[src/common/sr_pkg.sv]
`default_nettype none

// ====================
// shared widths and types for the line buffer / bit-plane datapath
// ====================

package sr_pkg;

    // pixel and word geometry
    localparam int PIX_W   = 8;               // bits per pixel
    localparam int CH_NUM  = 2;               // channels packed in one input word
    localparam int WORD_W  = PIX_W * CH_NUM;  // 16 bit memory word

    // line geometry
    localparam int MAX_W   = 16;              // widest line the banks can hold
    localparam int COL_W   = 5;               // column index / width field, holds MAX_W

    // window geometry
    localparam int WIN_N   = 9;               // 3x3 words per window
    localparam int PLANE_W = WIN_N * CH_NUM;  // one bit per pixel per plane, 18
    localparam int WIN_W   = WIN_N * WORD_W;  // full window, 144

    // one input word, seen either as the raw memory word
    // or as its channel pixels (pix[0] is the low byte)
    typedef union packed {
        logic [WORD_W-1:0]            raw;   // as stored in the banks
        logic [CH_NUM-1:0][PIX_W-1:0] pix;   // per-channel view
    } pix_word_t;

    // 3x3 neighbourhood, row major
    // index 0 = oldest line, leftmost column
    // index 8 = newest line, rightmost column
    typedef pix_word_t [WIN_N-1:0] window_t;

endpackage

`default_nettype wire

[src/common/lb_rd_if.sv]
`timescale 1ns/10ps
`default_nettype none

// column read port between the line buffer and the window loader
interface lb_rd_if import sr_pkg::*; ();

    logic             line_avail;  // three lines stored, not yet swept
    logic             rd_en;       // read one column of all three lines
    logic [COL_W-1:0] rd_col;      // column to read
    pix_word_t [2:0]  rd_data;     // [0] oldest line, one cycle after rd_en
    logic             line_done;   // sweep of the current line finished

    // buffer side
    modport lb_mp (
        output line_avail, rd_data,
        input  rd_en, rd_col, line_done
    );

    // loader side
    modport ld_mp (
        input  line_avail, rd_data,
        output rd_en, rd_col, line_done
    );

endinterface

`default_nettype wire

[src/line_buffer/line_buffer.sv]
`timescale 1ns/10ps
`default_nettype none

// three rotating line banks, written one line at a time,
// read one column (all three lines) at a time
module line_buffer import sr_pkg::*; (
    input  wire logic             SYS_CLK,
    input  wire logic             SYS_NRST,
    input  wire pix_word_t        data_i,      // pixel word
    input  wire logic             data_vld_i,
    input  wire logic             data_sop_i,  // frame start, no beat on this cycle
    input  wire logic [COL_W-1:0] pic_w_i,     // line width, 3..MAX_W
    output logic                  wready_o,
    lb_rd_if.lb_mp                rd
);

    // ====================
    // storage and write state
    // ====================
    pix_word_t bank_mem [0:2][0:MAX_W-1];           // one bank per line

    logic [COL_W-1:0]          wr_col_q;            // next column to write
    logic [1:0]                wr_bank_q;           // bank taking the next line, 0..2
    logic [1:0]                line_cnt_q;          // stored lines, saturates at 3
    logic [$clog2(MAX_W)-1:0]  wr_addr;
    logic [$clog2(MAX_W)-1:0]  rd_addr;
    logic                      full;                // full set of three lines
    logic                      wr_beat;
    logic                      line_end;            // beat that completes a line

    // modulo-3 bank offset, keeps the rotation in 0..2
    function automatic logic [1:0] bank_add(input logic [1:0] base, input logic [1:0] ofs);
        logic [2:0] sum;
        sum = {1'b0, base} + {1'b0, ofs};
        bank_add = (sum >= 3'd3) ? 2'(sum - 3'd3) : sum[1:0];
    endfunction

    assign full     = (line_cnt_q == 2'd3);
    assign wready_o = ~full;                        // writes pause while a set waits or is swept
    assign rd.line_avail = full;

    assign wr_beat  = data_vld_i & wready_o;
    assign line_end = wr_beat & (wr_col_q == pic_w_i - 1'b1);   // width taken from pic_w_i

    assign wr_addr  = wr_col_q[$clog2(MAX_W)-1:0];
    assign rd_addr  = rd.rd_col[$clog2(MAX_W)-1:0];

    // ====================
    // line / bank bookkeeping
    // ====================
    always_ff @(posedge SYS_CLK or negedge SYS_NRST) begin
        if (!SYS_NRST) begin
            wr_col_q   <= '0;
            wr_bank_q  <= '0;
            line_cnt_q <= '0;
        end else if (data_sop_i) begin
            // new frame, forget whatever lines were kept
            wr_col_q   <= '0;
            wr_bank_q  <= '0;
            line_cnt_q <= '0;
        end else if (rd.line_done) begin
            line_cnt_q <= 2'd2;                     // oldest bank released, two newer lines kept
        end else if (wr_beat) begin
            if (line_end) begin
                wr_col_q   <= '0;                   // wrap at width
                wr_bank_q  <= bank_add(wr_bank_q, 2'd1);
                line_cnt_q <= line_cnt_q + 1'b1;    // tops out at 3, no beats once full
            end else begin
                wr_col_q   <= wr_col_q + 1'b1;
            end
        end
    end

    // ====================
    // bank write and column read
    // ====================
    always_ff @(posedge SYS_CLK) begin
        if (wr_beat) begin
            bank_mem[wr_bank_q][wr_addr] <= data_i;
        end
    end

    // once full, wr_bank_q points at the oldest line,
    // so walking up from it gives oldest-first order
    always_ff @(posedge SYS_CLK) begin
        if (rd.rd_en) begin
            for (int k = 0; k < 3; k++) begin
                rd.rd_data[k] <= bank_mem[bank_add(wr_bank_q, 2'(k))][rd_addr];
            end
        end
    end

endmodule

`default_nettype wire

[src/verilog/plane_serializer.sv]
`timescale 1ns/10ps
`default_nettype none

// holds one window and hands it out as PIX_W bit planes, LSB first
module plane_serializer import sr_pkg::*; (
    input  wire logic               SYS_CLK,
    input  wire logic               SYS_NRST,
    input  wire window_t            win_i,
    input  wire logic               win_vld_i,
    output logic                    win_rdy_o,
    output logic [PLANE_W-1:0]      opu_plane_o,  // bit (word*CH_NUM + ch) of current plane
    output logic                    opu_vld_o,
    input  wire logic               opu_rdy_i
);

    logic [WIN_W-1:0]           hold_q;     // stored window bits
    window_t                    hold_win;   // word / channel view of hold_q
    logic                       full_q;
    logic [$clog2(PIX_W)-1:0]   plane_q;    // current bit plane
    logic                       take;
    logic                       xfer;

    assign take      = win_vld_i & ~full_q;  // only an empty holder takes a window
    assign xfer      = full_q & opu_rdy_i;
    assign win_rdy_o = ~full_q;
    assign opu_vld_o = full_q;
    assign hold_win  = hold_q;

    // ====================
    // plane sequencing
    // ====================
    always_ff @(posedge SYS_CLK or negedge SYS_NRST) begin
        if (!SYS_NRST) begin
            full_q  <= 1'b0;
            plane_q <= '0;
        end else if (take) begin
            full_q  <= 1'b1;                  // plane 0 shows next cycle
            plane_q <= '0;
        end else if (xfer) begin
            plane_q <= plane_q + 1'b1;
            if (plane_q == $clog2(PIX_W)'(PIX_W-1))
                full_q <= 1'b0;               // last plane gone, free the holder
        end
    end

    always_ff @(posedge SYS_CLK) begin
        if (take)
            hold_q <= win_i;
    end

    // pick bit plane_q of every channel pixel
    always_comb begin
        for (int w = 0; w < WIN_N; w++) begin
            for (int c = 0; c < CH_NUM; c++) begin
                opu_plane_o[w*CH_NUM + c] = hold_win[w].pix[c][plane_q];
            end
        end
    end

endmodule

`default_nettype wire

[src/verilog/sr_top.sv]
`timescale 1ns/10ps
`default_nettype none

// line buffer -> window loader -> bit-plane serializer
module sr_top import sr_pkg::*; (
    input  wire logic               SYS_CLK,
    input  wire logic               SYS_NRST,

    // pixel input, one line at a time
    input  wire logic [WORD_W-1:0]  data_i,
    input  wire logic               data_vld_i,
    output logic                    wready_o,
    input  wire logic               data_sop_i,
    input  wire logic [COL_W-1:0]   pic_w_i,

    // bit-plane output to the compute unit
    output logic [PLANE_W-1:0]      opu_plane_o,
    output logic                    opu_vld_o,
    input  wire logic               opu_rdy_i
);

    // ====================
    // internal links
    // ====================
    lb_rd_if u_lb_rd_if ();           // column reads

    logic    win_vld;                 // loader -> serializer handshake
    logic    win_rdy;
    window_t win;

    // ====================
    // instances
    // ====================
    line_buffer u_line_buffer (
        .SYS_CLK     (SYS_CLK),
        .SYS_NRST    (SYS_NRST),
        .data_i      (data_i),        // raw word into the union port
        .data_vld_i  (data_vld_i),
        .data_sop_i  (data_sop_i),
        .pic_w_i     (pic_w_i),
        .wready_o    (wready_o),
        .rd          (u_lb_rd_if.lb_mp)
    );

    window_loader u_window_loader (
        .SYS_CLK     (SYS_CLK),
        .SYS_NRST    (SYS_NRST),
        .rd          (u_lb_rd_if.ld_mp),
        .pic_w_i     (pic_w_i),
        .win_vld_o   (win_vld),
        .win_rdy_i   (win_rdy),
        .win_o       (win)
    );

    plane_serializer u_plane_serializer (
        .SYS_CLK     (SYS_CLK),
        .SYS_NRST    (SYS_NRST),
        .win_i       (win),
        .win_vld_i   (win_vld),
        .win_rdy_o   (win_rdy),
        .opu_plane_o (opu_plane_o),
        .opu_vld_o   (opu_vld_o),
        .opu_rdy_i   (opu_rdy_i)
    );

endmodule

`default_nettype wire

[src/verilog/window_loader.sv]
`timescale 1ns/10ps
`default_nettype none

// sweeps the three stored lines column by column and
// presents each 3x3 neighbourhood on a valid/ready port
module window_loader import sr_pkg::*; (
    input  wire logic             SYS_CLK,
    input  wire logic             SYS_NRST,
    lb_rd_if.ld_mp                rd,
    input  wire logic [COL_W-1:0] pic_w_i,     // line width
    output logic                  win_vld_o,
    input  wire logic             win_rdy_i,
    output window_t               win_o
);

    // ====================
    // state
    // ====================
    logic [COL_W-1:0] rd_col_q;        // next column to read
    logic [COL_W-1:0] rcv_cnt_q;       // columns shifted into the window
    logic             rd_vld_q;        // rd_data carries a column this cycle
    logic             win_vld_q;

    pix_word_t [2:0]  skid_q;          // one parked column under back-pressure
    logic             skid_vld_q;
    pix_word_t [2:0]  col_q [0:2];     // [0] leftmost column, [2] newest

    logic             stall;           // window offered but not taken
    logic             shift_en;
    logic             line_last;       // last window of the line transfers
    pix_word_t [2:0]  shift_data;

    assign stall      = win_vld_q & ~win_rdy_i;
    assign shift_en   = ~stall & (skid_vld_q | rd_vld_q);
    assign shift_data = skid_vld_q ? skid_q : rd.rd_data;   // parked column goes first
    assign line_last  = win_vld_q & win_rdy_i & (rcv_cnt_q == pic_w_i);

    // one read per cycle until the line is covered, held off while stalled
    assign rd.rd_en     = rd.line_avail & (rd_col_q < pic_w_i) & ~stall;
    assign rd.rd_col    = rd_col_q;
    assign rd.line_done = line_last;

    assign win_vld_o = win_vld_q;

    // ====================
    // control
    // ====================
    always_ff @(posedge SYS_CLK or negedge SYS_NRST) begin
        if (!SYS_NRST) begin
            rd_col_q   <= '0;
            rcv_cnt_q  <= '0;
            rd_vld_q   <= 1'b0;
            win_vld_q  <= 1'b0;
            skid_vld_q <= 1'b0;
        end else begin
            rd_vld_q <= rd.rd_en;                   // buffer answers one cycle later
            if (line_last) begin
                rd_col_q  <= '0;                    // ready for the next line
                rcv_cnt_q <= '0;
                win_vld_q <= 1'b0;
            end else begin
                if (rd.rd_en)
                    rd_col_q <= rd_col_q + 1'b1;
                if (shift_en) begin
                    rcv_cnt_q <= rcv_cnt_q + 1'b1;
                    win_vld_q <= (rcv_cnt_q >= COL_W'(2));   // third column onwards
                end else if (win_rdy_i) begin
                    win_vld_q <= 1'b0;              // consumed, nothing new behind it
                end
            end
            // a read already in flight when the stall hit lands here
            if (rd_vld_q & stall)
                skid_vld_q <= 1'b1;
            else if (~stall)
                skid_vld_q <= 1'b0;
        end
    end

    // ====================
    // column shift register
    // ====================
    always_ff @(posedge SYS_CLK) begin
        if (rd_vld_q & stall)
            skid_q <= rd.rd_data;
        if (shift_en) begin
            col_q[0] <= col_q[1];
            col_q[1] <= col_q[2];
            col_q[2] <= shift_data;
        end
    end

    // row major window, row 0 = oldest line
    always_comb begin
        for (int r = 0; r < 3; r++) begin
            for (int c = 0; c < 3; c++) begin
                win_o[r*3 + c] = col_q[c][r];
            end
        end
    end

endmodule

`default_nettype wire
[config.mk]
export PLATFORM = sky130hd
export DESIGN_NAME = sr_top
export DESIGN_NICKNAME = d
export VERILOG_FILES = /design/src/common/sr_pkg.sv /design/src/common/lb_rd_if.sv /design/src/line_buffer/line_buffer.sv /design/src/verilog/plane_serializer.sv /design/src/verilog/sr_top.sv /design/src/verilog/window_loader.sv
export SDC_FILE = /design/constraint.sdc
export NUM_CORES = 2
export LEC_CHECK = 0
export BUFFER_PORTS_ARGS = -buffer_cell sky130_fd_sc_hd__buf_2
export CAP_MARGIN = 0
export CORE_MARGIN = 3
export CORE_UTILIZATION = 38
export DETAILED_ROUTE_END_ITERATION = 8
export HOLD_SLACK_MARGIN = 0.08
export PLACE_DENSITY = 0.65
export SLEW_MARGIN = 20
export SYNTH_ARGS = -nofsm -noshare
export SYNTH_HDL_FRONTEND = slang
export SYNTH_SLANG_ARGS = --single-unit
[constraint.sdc]
create_clock -name SYS_CLK -period 8.35 [get_ports SYS_CLK]
set_input_delay 0.835 -clock SYS_CLK [delete_from_list [all_inputs] [get_ports SYS_CLK]]
set_output_delay 0.835 -clock SYS_CLK [all_outputs]
set_load 0.02 [all_outputs]
# Word level (Yosys, flattened, before mapping)
# Memories as Yosys holds them, arrays and structs flattened. A register that Yosys moved wholly into a read port is not among the register bits.
# Index checks and enable logic that the tools add are counted.
# word_totals
reg_bits	266
ramBits	912
out_inout_bits	20
memories	2
# op_classes
add_sub_neg	11
magnitude_cmp	9
eq_ne	7
muxes	81
n_bitwise	16
reduce_logical	13
# memory_table
name	depth	width	read_ports	rd_clocked_by_memory_dff	wr	line_no	source
u_line_buffer.bank_mem	3	256	3	0	1	line_buffer.sv:20	pix_word_t bank_mem [0:2][0:MAX_W-1];
u_window_loader.col_q	3	48	3	1	3	window_loader.sv:26	pix_word_t [2:0] col_q [0:2];
# ops
cell	n
256-bit two-way mux	1
16-bit binary-select mux with 4-bit select	3
16-bit two-way mux	7
16-bit demux with 4-bit select	1
1-bit binary-select mux with 3-bit select	18
48-bit two-way mux	1
5-bit two-way mux	8
1-bit two-way mux	29
2-bit two-way mux	11
5-bit by 1-bit adder with 5-bit output, second input constant	3
2-bit nonzero test	6
1-bit AND	10
5-bit equality test	2
5-bit >= comparator, second input constant	2
4-bit NOT with 5-bit output	2
3-bit by 2-bit >= comparator with 1-bit output, second input constant	2
3-bit two-way mux	2
2-bit AND reduction	3
3-bit nonzero test	2
2-bit subtractor, second input constant	3
5-bit by 2-bit >= comparator with 1-bit output, second input constant	1
5-bit by 1-bit less-than comparator with 1-bit output, second input constant	1
5-bit less-than comparator	1
5-bit by 1-bit subtractor with 5-bit output, second input constant	1
14 further kinds	17

# Depth between registers and ports, before layout
# logic_depth
depth_word	8
ltp_mapped	13
ltp_nobuf	8

# Modules after synthesis
# Synthesis repeated with hierarchy kept, for this count alone.
# hier_totals
hier_cells	3063
area_unflattened_um2	54887.6
# by_module_without_submodules
module	instances	cells_per_inst	area_each_um2	seq_area_each_um2
line_buffer	1	2512	42022.8	24728.7
window_loader	1	326	7148.1	6090.8
plane_serializer	1	225	5716.7	4424.2

# Least setup slack after synthesis
# OpenSTA, ideal clock, no wires.
# synth_timing
path_kind	flip-flop to flip-flop
from	reg u_plane_serializer.full_q, in the netlist u_plane_serializer.opu_vld_o
to	reg u_window_loader.rcv_cnt_q[3]
setup_ns	0.073
t_arrival_ns	8.849
required_time_ns	8.277
slack_ns	-0.572
stages_incl_launch_ff	6
n_path_buf	1
cell_sequence	dfrtp_1 clkbuf_1 a21oi_1 nand4_1 xor2_1 nor2_1
# synth_via
elab_chain_len	4
# synth_lines
element	line_no	source
start: declaration	plane_serializer.sv:18	logic full_q;
start signal: assignment	plane_serializer.sv:34	full_q <= 1'b0;
start signal: assignment	plane_serializer.sv:37	full_q <= 1'b1;
start signal: assignment	plane_serializer.sv:42	full_q <= 1'b0;
1-bit AND	window_loader.sv:33	assign stall = win_vld_q & ~win_rdy_i;
1-bit NOT	window_loader.sv:34	assign shift_en = ~stall & (skid_vld_q | rd_vld_q);
1-bit AND	window_loader.sv:34	
via u_window_loader.shift_en	window_loader.sv:29	logic shift_en;
2-bit nonzero test (no source line)	--	
end signal: assignment	window_loader.sv:65	rcv_cnt_q <= rcv_cnt_q + 1'b1;
end: declaration	window_loader.sv:20	logic [COL_W-1:0] rcv_cnt_q;
# The timed path passes the listed nets, and every way through them passes these cells.
# A chain may end at the register's enable or synchronous reset.

# Worst setup path in the final report
# layout_timing
from	reg u_line_buffer.wr_bank_q[1]
to	reg u_line_buffer.rd.rd_data[22] (data pin)
# layout_via
elab_chain_len	7
# layout_lines
element	line_no	source
start: declaration	line_buffer.sv:23	logic [1:0] wr_bank_q;
start signal: assignment	line_buffer.sv:66	wr_bank_q <= bank_add(wr_bank_q, 2'd1);
2-bit by 1-bit adder with 3-bit output *	line_buffer.sv:34	sum = {1'b0, base} + {1'b0, ofs};
3-bit by 2-bit >= comparator with 1-bit output / 2-bit subtractor (equally long branches)	line_buffer.sv:35	bank_add = (sum >= 3'd3) ? 2'(sum - 3'd3) : sum[1:0];
2-bit two-way mux *	line_buffer.sv:35	
memory read 3 x 256 bit *	--	
16-bit binary-select mux with 4-bit select *	line_buffer.sv:88	rd.rd_data[k] <= bank_mem[bank_add(wr_bank_q, 2'(k))][rd_addr];
16-bit two-way mux (implied by the code) * (2 in series)	line_buffer.sv:88	
end signal: indexed assignment	line_buffer.sv:88	
end: declaration	lb_rd_if.sv:15	output line_avail, rd_data,
# Every way passes the cells marked *; elsewhere a longest branch is shown, timed or not. The select of a mux whose other input is x is not followed.

==> results.toml <==
[finish]
multiInputGateArea_sq_mm = 0.0188
post-route-util = 0.425
regArea_sq_mm = 0.0353
n_fill_cell = 12500
layout-drive-gt1-share = 0.312
final_nets = 3092
area_growth_pct = 10.8

[pwr]
power.share.clock = 0.403
ir_worst_vdd_v = 0.000179
p_sw_mw = 2.99
comb_power_share = 0.082
switching_share = 0.234
finalPower_mw = 12.8
power.leakage_nw = 18.8
p_per_area_mw_per_mm2 = 209
p_int_mw = 9.79
power_frac_seq = 0.514

[setup_path]
cp-end-kind = "flip-flop"
cp-start-kind = "flip-flop"
path_max_fanout = 106
crit_family = "buffers and inverters"
cp_data_required_time_ns = 8.82
arrival_ns = 4.64
worstPathCellList = "inv_1 > ha_4 > buf_12 > inv_4 > buf_4 > nand2_1 > and3_1 > a211oi_1 > a2111oi_0 > a21oi_1"
cp.buffers_inverters = 4
critPathSlowestCell = "a2111oi_0"
criticalPathCategory = "flip-flop to flip-flop"
slowest_delay_ns = 0.78

[synth]
yosysSeqAreaShare = 0.638
synthDistinctLibCells = 60
syn_inst = 3013
avgSynthCellArea_sq_um = 18.3
synthTopCellsByCount = "edfxtp_1 (1,152), mux4_2 (479), mux2_2 (166)"
dominantRegCellSynth = "edfxtp_1"
ys_seq_elements = 1178
yosys.area.top_type = "edfxtp_1"
synthArstFlopShare = 0.0221
ys_top_cells_by_area = "edfxtp_1 (63%), mux4_2 (20%), mux2_2 (3.4%)"
yosysMostFrequentCell = "edfxtp_1"
yosysWarnings = 0
synthesis.nets = 3059
synth-edff-count = 1152
synth_top_cell_area_share = 0.627
synth_area_sq_mm = 0.0552

[global_routing]
grt_antenna_before_repair = 17
grt_pass1_wl_um = 229000
grt_use_total = 0.211
first_global_vias = 30400
grt_start_max_net_pins = 148
gr-total-overflow = 0

[place]
dp_hpwl_um = 101000
port_buffers = 45
post-place-ws_ns = 4.18
gp_congestion = 0.931

[die]
io_pins = 46
die_w_um = 387
num_rows = 139
initial_core_util = 0.383
die-area_sq_mm = 0.150
die_h_um = 387
coreArea_sq_mm = 0.144

[detailed_routing]
dr.pass1.iters = 6
drc_errors = 0
drt_iter0_markers = 4983
wire_per_inst_um = 31.7
vias = 31700
ant_nets = 0
vias_per_cell = 6.28
drt-total-wl_um = 160000

[cts]
htree_levels = 3
clockBufferDepth = 3
cts_setup_buffers = 0
hold_buffers = 0
clk_pin_slew_ns = 0.07
cts.sinks = 1178
ctsRootBufferMaster = "clkbuf_16"
clk_latency_ns = 0.77
tritoncts = "built"
cts_resized = 0
cts_made_buffers = 119

[timing]
rsz0062_at_grt = "no"
worst_slack_ns = 4.18
hold_ws_ns = 0.109
setup_viol = 0
tightestPinTransition_ns = 1.14
skew_ns = 0.0391
fmax_mhz = 240
relSlewSlack = 0.237
fin_crit_ns = 4.17
fin_setup_tns_ns = 0
drv_slew = 0
period_share = 0.499
hold_viol_final = 0

[job]
maxCapViolCount = 0

[min_path]
hold_class = "input port to async pin"

[run_status]
outcome = "finished, final reports clean"
-- registers in the layout, indices dropped and copies added, names as in the netlist --
name / flops
u_line_buffer.bank_mem: 768
u_plane_serializer.hold_q: 144
u_window_loader.col_q: 144
u_line_buffer.rd.rd_data: 48
u_window_loader.skid_q: 48
u_line_buffer.wr_col_q: 5
u_window_loader.rcv_cnt_q: 5
u_window_loader.rd.rd_col: 5
u_plane_serializer.plane_q: 3
u_line_buffer.line_cnt_q: 2
u_line_buffer.wr_bank_q: 2
u_plane_serializer.opu_vld_o: 1
u_window_loader.rd_vld_q: 1
u_window_loader.skid_vld_q: 1
u_window_loader.win_vld_o: 1
-- worst paths after layout --
path / start / endpoint / slack (ns) / cells past startpoint
max: u_line_buffer.wr_bank_q[1]$_DFFE_PN0P_ / u_line_buffer.rd.rd_data[22]$_DFFE_PP_ / 4.18 / 10
min reg2reg: u_window_loader.col_q[0][33]$_DFFE_PP_ / u_plane_serializer.hold_q[97]$_DFFE_PP_ / 0.42 / 0
min in group SYS_CLK: opu_rdy_i / u_plane_serializer.opu_vld_o$_DFFE_PN0P_ / 0.37 / 2
max in group asynchronous: SYS_NRST / u_window_loader.rd.rd_col[0]$_DFFE_PN0P_ / 7.73 / 1
min: SYS_NRST / u_plane_serializer.opu_vld_o$_DFFE_PN0P_ / 0.11 / 1
max reg2reg: u_line_buffer.wr_bank_q[1]$_DFFE_PN0P_ / u_line_buffer.rd.rd_data[22]$_DFFE_PP_ / 4.18 / 10
-- layer usage --
| layer | share of wire | GRT usage | wire length (um) | vias to the layer above |
|---|---|---|---|---|
| met2 | 0.44 | 0.304 | 69800 | 2124 |
| met1 | 0.39 | 0.298 | 62500 | 16500 |
| li1 | - | - | - | 12700 |
| met3 | 0.13 | 0.0660 | 20800 | 364 |
| met5 | 0.0012 | 0.00478 | 194 | - |
| met4 | 0.044 | 0.0825 | 7070 | 14 |
-- power groups by stage --
stage          Sequential, mW  Clock [mW]  Combinational (mW)
2_1_floorplan            6.65           0               0.681
3_3_place_gp             6.70           0                1.04
3_5_place_dp             6.70           0                1.05
4_1_cts                  6.57        5.24                1.06
5_1_grt                  6.58        5.47                1.11
6_report                 6.57        5.15                1.05
-- layout make-up --
cell class | count | area share
Multi-Input combinational cell | 1588 | 0.307
Inverter | 25 | 0.00166
Timing Repair Buffer | 134 | 0.0155
Sequential cell | 1178 | 0.576
Tap cell | 1903 | 0.0389
Clock buffer | 146 | 0.0503
Antenna cell | 6 | 0.000245
Clock inverter | 72 | 0.0103
-- stage by stage --
stage | area (sq um) | std cells
detailed placement | 57500 | 4828
finish | 61200 | 5052
CTS | 61200 | 5046
global placement | 57500 | 4828
global route | 61200 | 5046
floorplan | 55200 | 3013
-- cell families (layout without fill, tap and decap cells) --
| kind of cell | Yosys count | in the layout | share of synthesized area |
|---|---|---|---|
| xor+xnor | 17 | 17 | 0.00270 |
| buf+inv | 247 | 377 | 0.0237 |
| fa+ha+maj | 20 | 20 | 0.00453 |
| flops | 1178 | 1178 | 0.638 |
| other cells | 0 | 6 | 0 |
| simple gates | 412 | 412 | 0.0333 |
| compound gates | 339 | 339 | 0.0401 |
| mux | 800 | 800 | 0.257 |
-- layout by cell type, fill, tap and decap left out, types with 8 or more instances in the layout --
cell and count:
mux2_2 166, clkbuf_16 119, mux4_2 479, clkbuf_1 27
nor2_1 155, buf_2 45, a31oi_1 16, a221oi_1 21
nor3_2 8, inv_1 19, o211ai_1 39, nor3_1 30
nand3_1 12, buf_4 84, bufinv_16 8, clkinv_1 37
xnor2_1 10, mux2i_1 155, clkinv_2 15, o32ai_1 13
o22ai_1 41, a21oi_1 90, o221ai_1 11, edfxtp_1 1152
and3_1 11, a211oi_1 10, nand2_1 119, dfrtp_1 19
and2_1 28, ha_1 16, and3_2 10, o21ai_0 54
Note: power is estimated with default switching activity, not from simulation.
